`config.mk`:
```
export PLATFORM = sky130hd
export DESIGN_NAME = weight_buffer
export DESIGN_NICKNAME = d
export VERILOG_FILES = /design/src/pe_weight_pkg.sv /design/src/weight_buffer.sv
export SDC_FILE = /design/constraint.sdc
export NUM_CORES = 2
export LEC_CHECK = 0
export BUFFER_PORTS_ARGS = -buffer_cell sky130_fd_sc_hd__buf_4
export CORE_AREA = 2 2 464 466
export DETAILED_ROUTE_END_ITERATION = 8
export DIE_AREA = 0 0 466 468
export SETUP_SLACK_MARGIN = 0.3
export SLEW_MARGIN = 10
export SYNTH_ARGS = -nofsm -noshare
export SYNTH_HDL_FRONTEND = slang
export SYNTH_SLANG_ARGS = --single-unit
```
`constraint.sdc`:
```
create_clock -name clk -period 6.07 [get_ports clk]
set_clock_uncertainty 0.05 [all_clocks]
set_input_delay 1.214 -clock clk [delete_from_list [all_inputs] [get_ports clk]]
set_output_delay 1.214 -clock clk [all_outputs]
set_load 0.02 [all_outputs]
```
`src/pe_weight_pkg.sv`:
```
`default_nettype none

package pe_weight_pkg;

   // ------------------------------------------------------------------------
   // widths
   // ------------------------------------------------------------------------
   localparam int lane_w = 8;
   localparam int word_w = 32;
   localparam int sum_w  = 24;

   // four lanes per word, lane 0 in the low byte
   typedef logic [word_w-1:0] weight_word_t;

   // one weight or one activation
   typedef logic signed [lane_w-1:0] lane_t;

   // one row's dot product
   typedef logic signed [sum_w-1:0] sum_t;

   // ------------------------------------------------------------------------
   // state and mode encodings
   // ------------------------------------------------------------------------
   typedef enum logic {
      mode_dw = 1'b0,
      mode_pw = 1'b1
   } conv_mode_t;

   typedef enum logic {
      load_idle,
      load_busy
   } load_state_t;

   // config register map
   localparam logic [1:0] cfg_addr_mode  = 2'd0;
   localparam logic [1:0] cfg_addr_rows  = 2'd1;
   localparam logic [1:0] cfg_addr_words = 2'd2;
   localparam logic [1:0] cfg_addr_start = 2'd3;

endpackage

`default_nettype wire

```
`src/weight_buffer.sv`:
```
`default_nettype none

module weight_buffer #(
   parameter int num_rows  = 9,
   parameter int row_words = 4
) (
   input  wire logic                                             clk,
   input  wire logic                                             reset,
   input  wire logic                                             clear,
   input  wire pe_weight_pkg::conv_mode_t                        mode,
   input  wire logic                                             wr_en,
   input  wire logic [$clog2(num_rows + 1)-1:0]                  wr_row,
   input  wire logic [$clog2(row_words + 1)-1:0]                 wr_word,
   input  wire pe_weight_pkg::weight_word_t                      weight_in,
   output logic [num_rows*row_words*pe_weight_pkg::word_w-1:0]   weight_out
);

   localparam int rows_w        = $clog2(num_rows + 1);
   localparam int words_w       = $clog2(row_words + 1);
   localparam int lane_w        = pe_weight_pkg::lane_w;
   localparam int lanes_per_wrd = pe_weight_pkg::word_w / lane_w;
   localparam int lanes         = row_words * lanes_per_wrd;

   pe_weight_pkg::weight_word_t mem [num_rows][row_words];

   // ------------------------------------------------------------------------
   // storage
   // ------------------------------------------------------------------------
   always_ff @(posedge clk) begin
      if (reset || clear) begin
         for (int r = 0; r < num_rows; r++) begin
            for (int w = 0; w < row_words; w++) begin
               mem[r][w] <= '0;
            end
         end
      end else if (wr_en) begin
         // positions outside the array are dropped
         for (int r = 0; r < num_rows; r++) begin
            for (int w = 0; w < row_words; w++) begin
               if (wr_row == rows_w'(r) && wr_word == words_w'(w)) begin
                  mem[r][w] <= weight_in;
               end
            end
         end
      end
   end

   // ------------------------------------------------------------------------
   // output layout, one lane at a time
   // ------------------------------------------------------------------------
   for (genvar r = 0; r < num_rows; r++) begin : g_row
      localparam int grp = r / 3;
      localparam int k   = r % 3;

      for (genvar l = 0; l < lanes; l++) begin : g_lane
         pe_weight_pkg::lane_t pw_lane;
         pe_weight_pkg::lane_t dw_lane;

         // PW: lane l is byte (l mod 4) of word (l div 4)
         assign pw_lane = mem[r][l / lanes_per_wrd][(l % lanes_per_wrd)*lane_w +: lane_w];

         // DW: 3-lane diagonal per group, lane 3g+j from stored row 3g+j
         if (l >= 3*grp && l < 3*grp + 3) begin : g_dw_tap
            assign dw_lane = mem[l][0][k*lane_w +: lane_w];
         end else begin : g_dw_zero
            assign dw_lane = '0;
         end

         assign weight_out[(r*lanes + l)*lane_w +: lane_w] =
            (mode == pe_weight_pkg::mode_pw) ? pw_lane : dw_lane;
      end
   end

endmodule

`default_nettype wire

```
==> results.cfg <==
[clock_network]
clk_path_buf_depth = 3
cts_setup_buffers = 0
cts_sinks = 1152
cts_hold_buf = 0
clk_pin_slew_ps = 70
cts_made_buffers = 120
clock-root-buffer = clkbuf_16
ctsResizeCount = 0
h-tree-depth = 3
tritoncts = done

[yosys]
synth_top_area_share_pct = 62.75
synth-seq-area-share_pct = 62.75
async_flop_share_pct = 0
syn_inst = 4133
syn_area_um2 = 55130
synth_cell_type_count = 22
synth-edff-count = 1152
syn_nets = 4177
yosysMostFrequentCell = edfxtp_1
yosysTopAreaCell = edfxtp_1
yosys-top-cells-count = edfxtp_1, and2_1, nor4_1, clkbuf_1, nor4_2
avgSynthCellArea_um2 = 13.34
synth_area_leaders = edfxtp_1, and2_1, nor4_1, nor4_2, mux2_2
yosys_warnings = 0
synthFlopType = edfxtp_1
ys_ff_latch = 1152

[floorplan]
num_rows = 170
coreArea_um2 = 213300
die-area_um2 = 218100
die_w_um = 466
initial_utilization_pct = 25.84
die_y_um = 468
pin_count = 1196

[grt]
grt_max_degree = 209
grt_pass1_vias = 40130
globalRouteOverflowTotal = 0
grt_pass1_wl_mm = 343.5
antenna_found_initial = 17
grtUsageTotal_pct = 22.51

[placed_design]
io_buffers = 1195
place_congestion = 0.8517
hpwl_mm = 159.0

[routing]
dr.first_iter.drc_count = 6232
drt-vias-per-instance = 5.341
vias = 42350
detail_route.wl_per_cell_um = 32.51
drtAntennaViolNets = 0
wl_mm = 257.8
drcViolationCount = 0
drt-pass1-iter-count = 6

[sta]
fin_tns_setup_ps = 0
tightest_slew_ps = 1278
rsz0062_at_grt = no
hold_violations = 0
timing.hold.ws_ps = 1108
period_minus_slack_ps = 4335
slew_headroom_pct = 14.81
clock.fmax_mhz = 230.7
min_period_over_period_pct = 71.42
slew_viol_final = 0
setup_viol = 0

[worst_setup_path]
arrival_ps = 3070
critPathRequiredTime_ps = 4810
cp-end-kind = primary output
start_kind = input port
criticalPathCategory = in2out
crit_path_max_fanout = 82

[cells_and_area]
area_growth_pct = 28.45
top_register = mem
finalNetCount = 5037
largestRegisters = mem: 1152 flops
largest_reg_flops = 1152
fin_util_pct = 33.19
drive_gt1_share_pct = 41.78
fill_cells = 21110

[power]
power_w = 0.01930
powerDensity_nw_per_um2 = 272.5
leakagePower_nw = 25.52
peakVddDrop_mv = 0.2091

[job]
max-cap-violations = 0

[worst_hold_path]
hold_class = in2reg

[run_status]
status = finished clean
-- stage by stage --
stage	std cells	cell area [um2]	setup slack [ps]
2_1_floorplan	4133	55130	1028
3_3_place_gp	7701	66870	1652
3_5_place_dp	7705	66970	1658
4_1_cts	7920	70710	1657
5_1_grt	7927	70810	1607
6_report	7930	70820	1735
-- cell usage in the layout, fill, tap and decap left out, types with 2 or more instances in the layout --
cell type,count
clkinv_1,26
clkinvlp_4,6
inv_6,4
diode_2,6
clkbuf_1,28
buf_12,27
o21ai_2,3
and2_1,936
clkinv_2,29
buf_4,1320
nand4b_1,2
buf_16,4
clkinv_16,4
mux2_2,192
inv_4,20
o21ai_4,33
inv_8,2
or4bb_2,2
bufinv_16,6
clkbuf_16,121
nand4bb_4,3
edfxtp_1,1152
nor4_1,817
nand2b_4,2
or4b_4,5
nor4_2,335
-- area by class of cell --
| cell class | count | area, um2 | area share, % |
|---|---|---|---|
| Clock inverter | 66 | 605.6 | 0.8552 |
| Antenna cell | 6 | 15.01 | 0.02120 |
| Multi-Input combinational cell | 2335 | 18160 | 25.64 |
| Inverter | 32 | 185.2 | 0.2615 |
| Tap cell | 2838 | 3551 | 5.014 |
| Timing Repair Buffer | 1352 | 10580 | 14.93 |
| Sequential cell | 1152 | 34590 | 48.85 |
| Clock buffer | 149 | 3133 | 4.424 |
-- worst max-delay path, cell delays in order --
cell and delay (ps):
buf_8 480, buf_12 350, buf_4 370, mux2_2 380, buf_4 160
-- metal layers --
metal	track usage (%)	part of all wire (%)	routed length, um
met5	0	0	0
met4	10.34	4.8	12470
met3	5.394	10	26450
met2	35.78	46	119100
met1	28.91	39	99750
-- kinds of logic (layout without fill, tap and decap cells) --
| family | Yosys count | count (layout) | share of synthesized area, % |
|---|---|---|---|
| AND/OR/NAND/NOR | 2107 | 2107 | 27.80 |
| flip-flops | 1152 | 1152 | 62.75 |
| buffers and inverters | 646 | 1599 | 5.202 |
| multiplexers | 192 | 192 | 3.922 |
| AO/OA/AOI/OAI | 36 | 36 | 0.3268 |
| other | 0 | 6 | 0 |
-- path summary, 6_finish.rpt --
check	start	cells after the start	to
setup / recovery	mode	5	weight_out[408]
hold / removal	weight_in[20]	3	mem[4][20]
-- power by group --
part / total (W) / leakage (nW) / switching (W) / internal (W)
Combinational: 0.00267 / 11.2 / 0.00190 / 0.000769
Clock: 0.00728 / 1.80 / 0.00336 / 0.00392
Sequential: 0.00935 / 12.5 / 0.000205 / 0.00914
Power figures use the tool's default switching activity.
