==> src/pe_weight_pkg.sv <==
`default_nettype none

package pe_weight_pkg;

   // ------------------------------------------------------------------------
   // widths
   // ------------------------------------------------------------------------
   localparam int lane_w = 8;
   localparam int word_w = 32;
   localparam int sum_w  = 24;

   // four lanes per word, lane 0 in the low byte
   typedef logic [word_w-1:0] weight_word_t;

   // one weight or one activation
   typedef logic signed [lane_w-1:0] lane_t;

   // one row's dot product
   typedef logic signed [sum_w-1:0] sum_t;

   // ------------------------------------------------------------------------
   // state and mode encodings
   // ------------------------------------------------------------------------
   typedef enum logic {
      mode_dw = 1'b0,
      mode_pw = 1'b1
   } conv_mode_t;

   typedef enum logic {
      load_idle,
      load_busy
   } load_state_t;

   // config register map
   localparam logic [1:0] cfg_addr_mode  = 2'd0;
   localparam logic [1:0] cfg_addr_rows  = 2'd1;
   localparam logic [1:0] cfg_addr_words = 2'd2;
   localparam logic [1:0] cfg_addr_start = 2'd3;

endpackage

`default_nettype wire

==> src/weight_cfg_regs.sv <==
`default_nettype none

module weight_cfg_regs #(
   parameter int num_rows  = 9,
   parameter int row_words = 4
) (
   input  wire logic                             clk,
   input  wire logic                             reset,
   input  wire logic                             cfg_we,
   input  wire logic [1:0]                       cfg_addr,
   input  wire logic [7:0]                       cfg_wdata,
   output pe_weight_pkg::conv_mode_t             mode,
   output logic [$clog2(num_rows + 1)-1:0]       rows_used,
   output logic [$clog2(row_words + 1)-1:0]      words_per_row,
   output logic                                  start
);

   localparam int rows_w  = $clog2(num_rows + 1);
   localparam int words_w = $clog2(row_words + 1);

   // settings are levels, start is a one-cycle pulse
   always_ff @(posedge clk) begin
      if (reset) begin
         mode          <= pe_weight_pkg::mode_pw;
         rows_used     <= rows_w'(num_rows);
         words_per_row <= words_w'(row_words);
         start         <= 1'b0;
      end else begin
         start <= 1'b0;
         if (cfg_we) begin
            case (cfg_addr)
               pe_weight_pkg::cfg_addr_mode: begin
                  mode <= pe_weight_pkg::conv_mode_t'(cfg_wdata[0]);
               end
               pe_weight_pkg::cfg_addr_rows: begin
                  rows_used <= cfg_wdata[rows_w-1:0];
               end
               pe_weight_pkg::cfg_addr_words: begin
                  words_per_row <= cfg_wdata[words_w-1:0];
               end
               pe_weight_pkg::cfg_addr_start: begin
                  // data ignored, the write itself is the command
                  start <= 1'b1;
               end
               default: begin
                  start <= 1'b0;
               end
            endcase
         end
      end
   end

endmodule

`default_nettype wire

==> config.mk <==
export PLATFORM = sky130hd
export DESIGN_NAME = weight_cfg_regs
export DESIGN_NICKNAME = d
export VERILOG_FILES = /design/src/pe_weight_pkg.sv /design/src/weight_cfg_regs.sv
export SDC_FILE = /design/constraint.sdc
export NUM_CORES = 1
export LEC_CHECK = 0
export BUFFER_PORTS_ARGS = -buffer_cell sky130_fd_sc_hd__buf_4
export CAP_MARGIN = 20
export CORE_AREA = 2 2 39 41
export CTS_CLUSTER_SIZE = 8
export DETAILED_ROUTE_END_ITERATION = 7
export DIE_AREA = 0 0 41 43
export PLACE_DENSITY_LB_ADDON = 0.05
export SETUP_SLACK_MARGIN = 0.5
export SYNTH_ARGS = -nofsm -noshare
export SYNTH_HDL_FRONTEND = slang
export SYNTH_SLANG_ARGS = --single-unit
==> constraint.sdc <==
create_clock -name clk -period 1.9 [get_ports clk]
set_input_delay 0.38 -clock clk [delete_from_list [all_inputs] [get_ports clk]]
set_output_delay 0.38 -clock clk [all_outputs]
set_load 0.01 [all_outputs]
==> flow_summary_export.csv <==
group,metric,value,unit
global_routing,antenna_found_initial,0,
flow_run,cap_violations,0,
global_routing,grt_remaining_overflow,0,
drt,postRouteAntennaNets,0,
worst_setup_path,reg2reg_depth,2,
drt,wl_per_cell,10.68,µm
power,switching_power,90.26,µW
sta,slew_headroom,0.8177,
logic_synthesis,syn_area,394.1,µm²
power,p_int,301.9,µW
min_path,hold_end,"rows_used[3]",
worst_setup_path,crit_family,"flip-flops",
finish,final_cells,72,
sta,clock.fmax,913.0,MHz
min_path,whs_path_depth,3,
power,p_clk_frac,0.366,
finish,fill_cells,153,
global_routing,grt_max_degree,16,
global_routing,grt_pass1_wl,1138,µm
logic_synthesis,synthCells,38,
worst_setup_path,worstPathCellList,"buf_4",
power,powerDensity,723.8,nW/µm²
logic_synthesis,synth_fa_ha_area_frac,0,
worst_setup_path,r2r-start,"rows_used[1]",
drt,drt_iter0_markers,4,
worst_setup_path,rr_endpoint,"rows_used[1]",
place,place_hpwl,608.1,µm
clocking,cts.sinks,9,
floorplanning,dieArea,1763,µm²
floorplanning,coreArea,1384,µm²
logic_synthesis,synthSimpleGateAreaFrac,0.2698,
power,irDropWorstVdd,0.2376,mV
logic_synthesis,ys_types,9,
logic_synthesis,post_synth.cell_area_avg,10.37,µm²
clocking,numCtsBuffers,3,
logic_synthesis,synth_compound_area_frac,0,
sta,slew_violations,0,
place,gp_congestion,0.5424,
logic_synthesis,ys_seq_area_frac,0.4571,
worst_setup_path,crit_arrival,0.72,ns
floorplanning,num_rows,14,
global_routing,grt_pass1_vias,277,
sta,tns,0,ns
global_routing,track_usage,0.1020,
min_path,min_from,"cfg_wdata[3]",
power,share_seq_of_total_power,0.506,
clocking,cts_buffer_depth,2,
worst_setup_path,crit_fanout,2,
sta,fin_crit_sh,0.5764,
drt,routed_wl,769,µm
sta,finClkSkew,0,ns
logic_synthesis,syn-num-nets,51,
clocking,cts_resized,0,
floorplanning,die_width,41,µm
drt,num_vias,302,
sta,finalHoldViolCount,0,
worst_setup_path,crit_path_end_kind,"primary output",
worst_setup_path,critPathMaxStageDelay,0.34,ns
worst_setup_path,setup.worst_path.class,"reg2out",
clocking,cts-hold-fix-buffers,0,
place,io_buffers,17,
finish,antenna_cells,0,
power,p_sw_frac,0.2302,
floorplanning,num_io_pins,22,
worst_setup_path,critPathRequiredTime,1.52,ns
power,p_leak,0.0002376,µW
finish,nets,70,
logic_synthesis,ys_seq_elements,9,
clocking,clock_latency,0.25,ns
sta,tightestPinTransition,0.2735,ns
clocking,cts_setup_buffers,0,
logic_synthesis,synth_top_family_by_area,"simple AND/OR/NAND/NOR gates",
drt,routed_via_density,4.194,
sta,setup_violations,0,
worst_setup_path,startpoint_type,"flip-flop",
power,combPwrFrac,0.128,
finish,area_growth,37.46,%
sta,rsz0062_at_grt,"false",
worst_setup_path,cp-startpoint,"rows_used[3]",
clocking,cts_tree,"done",
worst_setup_path,crit_buf_inv,1,
worst_setup_path,cp_slowest_cell,"dfxtp_1",
logic_synthesis,synth.mux.area_fraction,0.2032,
place,dp_cells,68,
worst_setup_path,reg2reg_slack,1.30,ns
drt,drtPass1Iterations,4,
sta,period_needed,1.095,ns
clocking,clkTransAtPathRegs,0.07,ns
floorplanning,initial_core_util,0.2848,
run_status,status,"finished, final reports clean",
floorplanning,die_h,43,µm
min_path,hold_class,"in2reg",
power,power,392.1,µW
drt,drc_errors,0,
logic_synthesis,synthXorXnorAreaFrac,0,
logic_synthesis,ys.warnings.count,0,
clocking,htree_levels,1,
finish,drive_gt1_frac,0.3929,
clocking,root_buffer,"clkbuf_4",
==> per-layer routing <==
metal,track usage,vias up,routed length [µm]
met5,0,-,0
met1,0.1115,131,329
met3,0.03141,0,49
met2,0.1531,9,389
li1,-,162,-
met4,0.08000,0,0
==> placed cells by master, fill, tap and decap left out <==
cell type | Yosys | routed
buf_4 | 0 | 17
dfxtp_1 | 9 | 9
mux2i_1 | 8 | 8
nand2b_1 | 7 | 7
nor2_1 | 7 | 7
clkbuf_4 | 0 | 3
and3b_1 | 2 | 2
nor3b_1 | 1 | 1
and4b_2 | 1 | 1
clkinv_2 | 0 | 1
==> through the flow <==
| step | hold WS, ns | area, µm² | worst slack [ns] | utilization |
|---|---|---|---|---|
| 2_1_floorplan | 0.4919 | 394.1 | 0.9851 | - |
| 3_3_place_gp | 0.4604 | 514.2 | 0.7553 | 0.3716 |
| 3_5_place_dp | 0.4607 | 514.2 | 0.7286 | 0.3716 |
| 4_1_cts | 0.3917 | 541.8 | 0.7887 | 0.3915 |
| 5_1_grt | 0.3900 | 541.8 | 0.7549 | 0.3915 |
| 6_report | 0.3962 | 541.8 | 0.8047 | 0.3915 |
==> cells by family after synthesis <==
| group | Yosys count |
|---|---|
| buffers and inverters | 3 |
| multiplexers | 8 |
| AND/OR/NAND/NOR | 18 |
| flip-flops | 9 |
==> power groups by stage <==
| stage | clock (µW) | combinational, µW | sequential (µW) |
|---|---|---|---|
| final | 144 | 50.1 | 199 |
| after global routing | 166 | 54.5 | 199 |
| after CTS | 151 | 50.8 | 199 |
| after detailed placement | 0 | 50.7 | 203 |
| after global placement | 0 | 49.2 | 202 |
| after floorplan | 0 | 23.2 | 206 |
==> cell usage after synthesis <==
library cell	number	area, µm²
buf_6	2	22.52
nor2_1	7	26.28
nor3b_1	1	7.510
dfxtp_1	9	180.2
and3b_1	2	17.52
and4b_2	1	11.26
buf_2	1	5.000
nand2b_1	7	43.79
mux2i_1	8	80.08
==> registers in the layout (all words and copies together), names as in the netlist <==
signal         flops
start              1
mode               1
words_per_row      3
rows_used          4
==> tightest hold or removal path, cell delays in order <==
cell and delay, ns:
buf_4 0.08, nor2_1 0.03, mux2i_1 0.12
==> layout make-up <==
cell class	instances	area (µm²)	area share
multi-input combinational	26	186.4	0.3441
sequential	9	180.2	0.3326
timing repair buffer	17	127.6	0.2356
clock buffer	3	22.52	0.04157
tap	16	20.02	0.03695
clock inverter	1	5.005	0.009238
==> worst max path at each step <==
stage	endpoint	slack (ns)	cells past startpoint
final	rows_used[3]	0.80	1
after global routing	mode	0.75	1
after CTS	words_per_row[0]	0.79	1
after detailed placement	rows_used[1]	0.73	3
after global placement	rows_used[0]	0.76	3
after floorplan	rows_used[0]	0.99	3
Note: power is estimated with default switching activity, not from simulation.
