## src/pe_weight_pkg.sv

```systemverilog
`default_nettype none

package pe_weight_pkg;

   // ------------------------------------------------------------------------
   // widths
   // ------------------------------------------------------------------------
   localparam int lane_w = 8;
   localparam int word_w = 32;
   localparam int sum_w  = 24;

   // four lanes per word, lane 0 in the low byte
   typedef logic [word_w-1:0] weight_word_t;

   // one weight or one activation
   typedef logic signed [lane_w-1:0] lane_t;

   // one row's dot product
   typedef logic signed [sum_w-1:0] sum_t;

   // ------------------------------------------------------------------------
   // state and mode encodings
   // ------------------------------------------------------------------------
   typedef enum logic {
      mode_dw = 1'b0,
      mode_pw = 1'b1
   } conv_mode_t;

   typedef enum logic {
      load_idle,
      load_busy
   } load_state_t;

   // config register map
   localparam logic [1:0] cfg_addr_mode  = 2'd0;
   localparam logic [1:0] cfg_addr_rows  = 2'd1;
   localparam logic [1:0] cfg_addr_words = 2'd2;
   localparam logic [1:0] cfg_addr_start = 2'd3;

endpackage

`default_nettype wire

```

## src/weight_load_ctrl.sv

```systemverilog
`default_nettype none

module weight_load_ctrl #(
   parameter int num_rows  = 9,
   parameter int row_words = 4
) (
   input  wire logic                             clk,
   input  wire logic                             reset,
   input  wire logic                             start,
   input  wire pe_weight_pkg::conv_mode_t        mode,
   input  wire logic [$clog2(num_rows + 1)-1:0]  rows_used,
   input  wire logic [$clog2(row_words + 1)-1:0] words_per_row,
   input  wire logic                             weight_valid,
   output logic                                  weight_ready,
   output logic                                  wr_en,
   output logic [$clog2(num_rows + 1)-1:0]       wr_row,
   output logic [$clog2(row_words + 1)-1:0]      wr_word,
   output logic                                  load_done
);

   localparam int rows_w  = $clog2(num_rows + 1);
   localparam int words_w = $clog2(row_words + 1);

   pe_weight_pkg::load_state_t state;

   logic [rows_w-1:0]  row_cnt;
   logic [words_w-1:0] word_cnt;
   logic               accept;
   logic               row_end;
   logic               last_word;

   // ------------------------------------------------------------------------
   // handshake and end-of-load detect
   // ------------------------------------------------------------------------
   assign weight_ready = (state == pe_weight_pkg::load_busy);
   assign accept       = weight_valid && weight_ready;

   // DW loads one word per row, always at word 0
   assign row_end   = (mode == pe_weight_pkg::mode_dw) ||
                      (word_cnt == words_per_row - 1'b1);
   assign last_word = row_end && (row_cnt == rows_used - 1'b1);

   assign wr_en     = accept;
   assign wr_row    = row_cnt;
   assign wr_word   = word_cnt;
   assign load_done = accept && last_word;

   // ------------------------------------------------------------------------
   // state machine and counters
   // ------------------------------------------------------------------------
   always_ff @(posedge clk) begin
      if (reset) begin
         state    <= pe_weight_pkg::load_idle;
         row_cnt  <= '0;
         word_cnt <= '0;
      end else if (start) begin
         // restart from the first position, even mid-load
         state    <= pe_weight_pkg::load_busy;
         row_cnt  <= '0;
         word_cnt <= '0;
      end else if (accept) begin
         if (last_word) begin
            state    <= pe_weight_pkg::load_idle;
            row_cnt  <= '0;
            word_cnt <= '0;
         end else if (row_end) begin
            row_cnt  <= row_cnt + 1'b1;
            word_cnt <= '0;
         end else begin
            word_cnt <= word_cnt + 1'b1;
         end
      end
   end

endmodule

`default_nettype wire

```

## config.mk

```make
export PLATFORM = sky130hd
export DESIGN_NAME = weight_load_ctrl
export DESIGN_NICKNAME = d
export VERILOG_FILES = /design/src/pe_weight_pkg.sv /design/src/weight_load_ctrl.sv
export SDC_FILE = /design/constraint.sdc
export NUM_CORES = 1
export LEC_CHECK = 0
export BUFFER_PORTS_ARGS = -buffer_cell sky130_fd_sc_hd__buf_4
export CAP_MARGIN = 5
export CORE_AREA = 2 2 39 41
export DETAILED_ROUTE_END_ITERATION = 12
export DIE_AREA = 0 0 41 43
export PLACE_DENSITY_LB_ADDON = 0.15
export SLEW_MARGIN = 0
export SYNTH_ARGS = -nofsm -noshare
export SYNTH_HDL_FRONTEND = slang
export SYNTH_SLANG_ARGS = --single-unit
```

## constraint.sdc

```tcl
create_clock -name clk -period 1.9 [get_ports clk]
set_input_delay 0.19 -clock clk [delete_from_list [all_inputs] [get_ports clk]]
set_output_delay 0.19 -clock clk [all_outputs]
set_load 0.02 [all_outputs]
```

==> flow_metrics.py <==
metrics = {
    "placed_design": {
        "hpwl_um": 908,
        "gp_congestion": 0.782,
        "port_buffers": 21,
    },
    "worst_setup_path": {
        "worstPathRequired_ps": 1710,
        "cp_max_fo": 8,
        "cp-startpoint": "wr_word[2]",
        "cp_slowest_cell": "xnor3_1",
        "rrSetupSlack_ps": 380,
        "critical_path_class": "flip-flop to primary output",
        "reg2reg_from": "wr_word[2]",
        "r2r_cells": 4,
        "crit_chain": "xnor3_1 > a41oi_4 > nor3_1 > buf_4",
        "end_kind": "primary output",
        "r2r-end": "wr_row[3]",
        "cp-start-kind": "flip-flop",
        "crit_end": "load_done",
        "critPathArrivalTime_ps": 1610,
        "critPathMaxStageDelay_ps": 450,
    },
    "timing": {
        "layout_min_cycle_time_ps": 1800,
        "rsz0062_at_grt": "no",
        "slew-limit-headroom_pct": 60.9,
        "setup_violations": 0,
        "finalHoldViolations": 0,
        "maxSlewViolCount": 0,
        "finalCritPeriodShare_pct": 94.5,
        "finClkSkew_ps": 1.83,
        "worst_pin_slew_ps": 583,
        "finalSetupTns_ps": 0,
        "max_freq_mhz": 557,
    },
    "global_route": {
        "grt.total_usage_pct": 16.2,
        "grt_pass1_vias": 482,
        "antenna_found_initial": 0,
        "grt_pass1_wl_um": 1940,
        "grt_overflow": 0,
        "grt_max_degree": 10,
    },
    "logic_synthesis": {
        "netlist_top_cells_area": "dfxtp_1 (28%), ha_1 (8.7%), xnor3_1 (7.8%)",
        "yosysTopAreaCell": "dfxtp_1",
        "synth_seq_cells": 8,
        "synth_cell_type_count": 25,
        "yosysWarnings": 0,
        "synth_most_common_cell": "dfxtp_1",
        "syn_inst": 59,
        "synth_nets": 75,
        "synthFlopType": "dfxtp_1",
        "yosysTopAreaCellShare_pct": 27.7,
        "syn_area_um2": 578,
        "seq_area_frac_synth_pct": 27.7,
        "synthTopCellsByCount": "dfxtp_1 (8), inv_1 (6), nand3_1 (5), xor2_1 (5)",
        "synthesis.area_per_instance_um2": 9.80,
        "synth_edf_count": 0,
        "ys_async_sr_fraction_pct": 0,
    },
    "die": {
        "core_area_mm2": 0.00138,
        "die_w_um": 41,
        "num_rows": 14,
        "ios": 22,
        "die_area_mm2": 0.00176,
        "initial_core_util_pct": 41.8,
        "die_h_um": 43,
    },
    "detailed_routing": {
        "ant_nets": 0,
        "drc": 0,
        "num_vias": 505,
        "drt_iter0_markers": 5,
        "wl_per_cell_um": 11.4,
        "first_pass_iters": 2,
        "viasPerCell": 5.15,
        "routed_wl_um": 1120,
    },
    "pwr": {
        "ir_worst_vdd_mv": 0.339,
        "p_leak_nw": 0.360,
        "power.total_mw": 0.397,
        "power.density_mw_per_mm2": 514,
    },
    "clock_tree": {
        "clock-sinks": 8,
        "clock_latency_ps": 250,
        "cts_post_setup_buffers_inserted": 0,
        "cts_resized": 0,
        "path_clk_slew_ps": 60,
        "cts_root_buf": "clkbuf_4",
        "cts_tree": "yes",
        "hold_buffers": 0,
        "h-tree-depth": 1,
        "cts_buffer_depth": 2,
        "numCtsBuffers": 3,
    },
    "final_layout": {
        "fillCellCount": 131,
        "drive_gt1_share_pct": 35.4,
        "synthToLayoutAreaGrowth_pct": 33.8,
        "layout.nets": 100,
        "diodes": 0,
    },
    "job": {
        "drv_cap": 0,
    },
    "run_status": {
        "status": "complete, no violations",
    },
    "min_path": {
        "hold_path.class": "input pin to flip-flop",
    },
}
[stage by stage]
stage / hold WS [ps] / util, % / cell area, um^2 / std cells / setup slack, ps
3_3_place_gp: 386 / 54.2 / 751 / 95 / 232
4_1_cts: 119 / 55.9 / 773 / 98 / 7.07
2_1_floorplan: 259 / - / 578 / 59 / 165
6_report: 120 / 55.9 / 773 / 98 / 104
3_5_place_dp: 388 / 54.2 / 751 / 95 / 178
5_1_grt: 133 / 55.9 / 773 / 98 / 8.72
[worst min path at each step]
stage                from      endpoint  slack, ps  cells after the start
detailed placement  reset  weight_ready        390                      2
floorplan           reset  weight_ready        260                      1
finish              reset  weight_ready        120                      2
global route        reset  weight_ready        130                      2
CTS                 reset  weight_ready        120                      2
global placement    reset  weight_ready        390                      2
[worst max-delay path: cells and delay by family (launching register included)]
family / cells / cell delay [ps]
xor+xnor: 1 / 450
flops: 1 / 360
compound gates: 1 / 250
buf+inv: 1 / 180
simple gates: 1 / 100
[kinds of logic after synthesis]
group	count (synthesis)	synth area share (%)
AO/OA/AOI/OAI	10	19.5
XOR/XNOR	10	19.9
adder cells (fa/ha/maj)	4	8.66
buffers and inverters	7	4.76
flip-flops	8	27.7
multiplexers	1	1.73
AND/OR/NAND/NOR	19	17.7
[sequential cells by signal (all words and copies together) (netlist names)]
register      cells
weight_ready      1
wr_row            4
wr_word           3
[routing by layer]
metal  GRT usage (%)  vias up  routed length, um
met1            19.1      226                479
met5               0        -                  0
met3            3.14        4                 58
met2            25.3       12                554
li1                -      263                  -
met4            10.0        0                 27
[cell usage in the layout (no fill, tap or decap)]
| cell | synthesis | final |
|---|---|---|
| buf_4 | 0 | 21 |
| dfxtp_1 | 8 | 8 |
| inv_1 | 6 | 6 |
| xor2_1 | 5 | 5 |
| nand3_1 | 5 | 5 |
| nor2_1 | 4 | 4 |
| ha_1 | 4 | 4 |
| xnor2_1 | 3 | 3 |
| nand2_1 | 3 | 3 |
| clkbuf_4 | 0 | 3 |
| xnor3_1 | 2 | 2 |
| nor3_1 | 2 | 2 |
| o2111ai_1 | 2 | 2 |
| o211ai_1 | 2 | 2 |
| and2_2 | 1 | 1 |
| and3b_1 | 1 | 1 |
| a41oi_4 | 1 | 1 |
| nand3_2 | 1 | 1 |
| o31ai_1 | 1 | 1 |
| a21oi_1 | 1 | 1 |
| o21bai_4 | 1 | 1 |
| or4_1 | 1 | 1 |
| o21ai_0 | 1 | 1 |
| o41ai_2 | 1 | 1 |
| mux2i_1 | 1 | 1 |
| nand3b_1 | 1 | 1 |
[cell type report]
| cell class | instances | area (um^2) | area share, % |
|---|---|---|---|
| sequential | 8 | 160 | 20.7 |
| timing repair buffer | 21 | 158 | 20.4 |
| multi-input combinational | 44 | 390 | 50.5 |
| clock buffer | 3 | 22.5 | 2.91 |
| tap | 16 | 20.0 | 2.59 |
| inverter | 6 | 22.5 | 2.91 |
[power by group]
part | total [mW] | internal [mW] | switching (mW) | leakage [nW]
clock network | 0.135 | 0.0726 | 0.0623 | 0.0138
registers | 0.174 | 0.171 | 0.00322 | 0.0648
logic | 0.0884 | 0.0431 | 0.0453 | 0.281
total | 0.397 | 0.286 | 0.111 | 0.360
No activity file was read; power rests on OpenSTA's default activity.
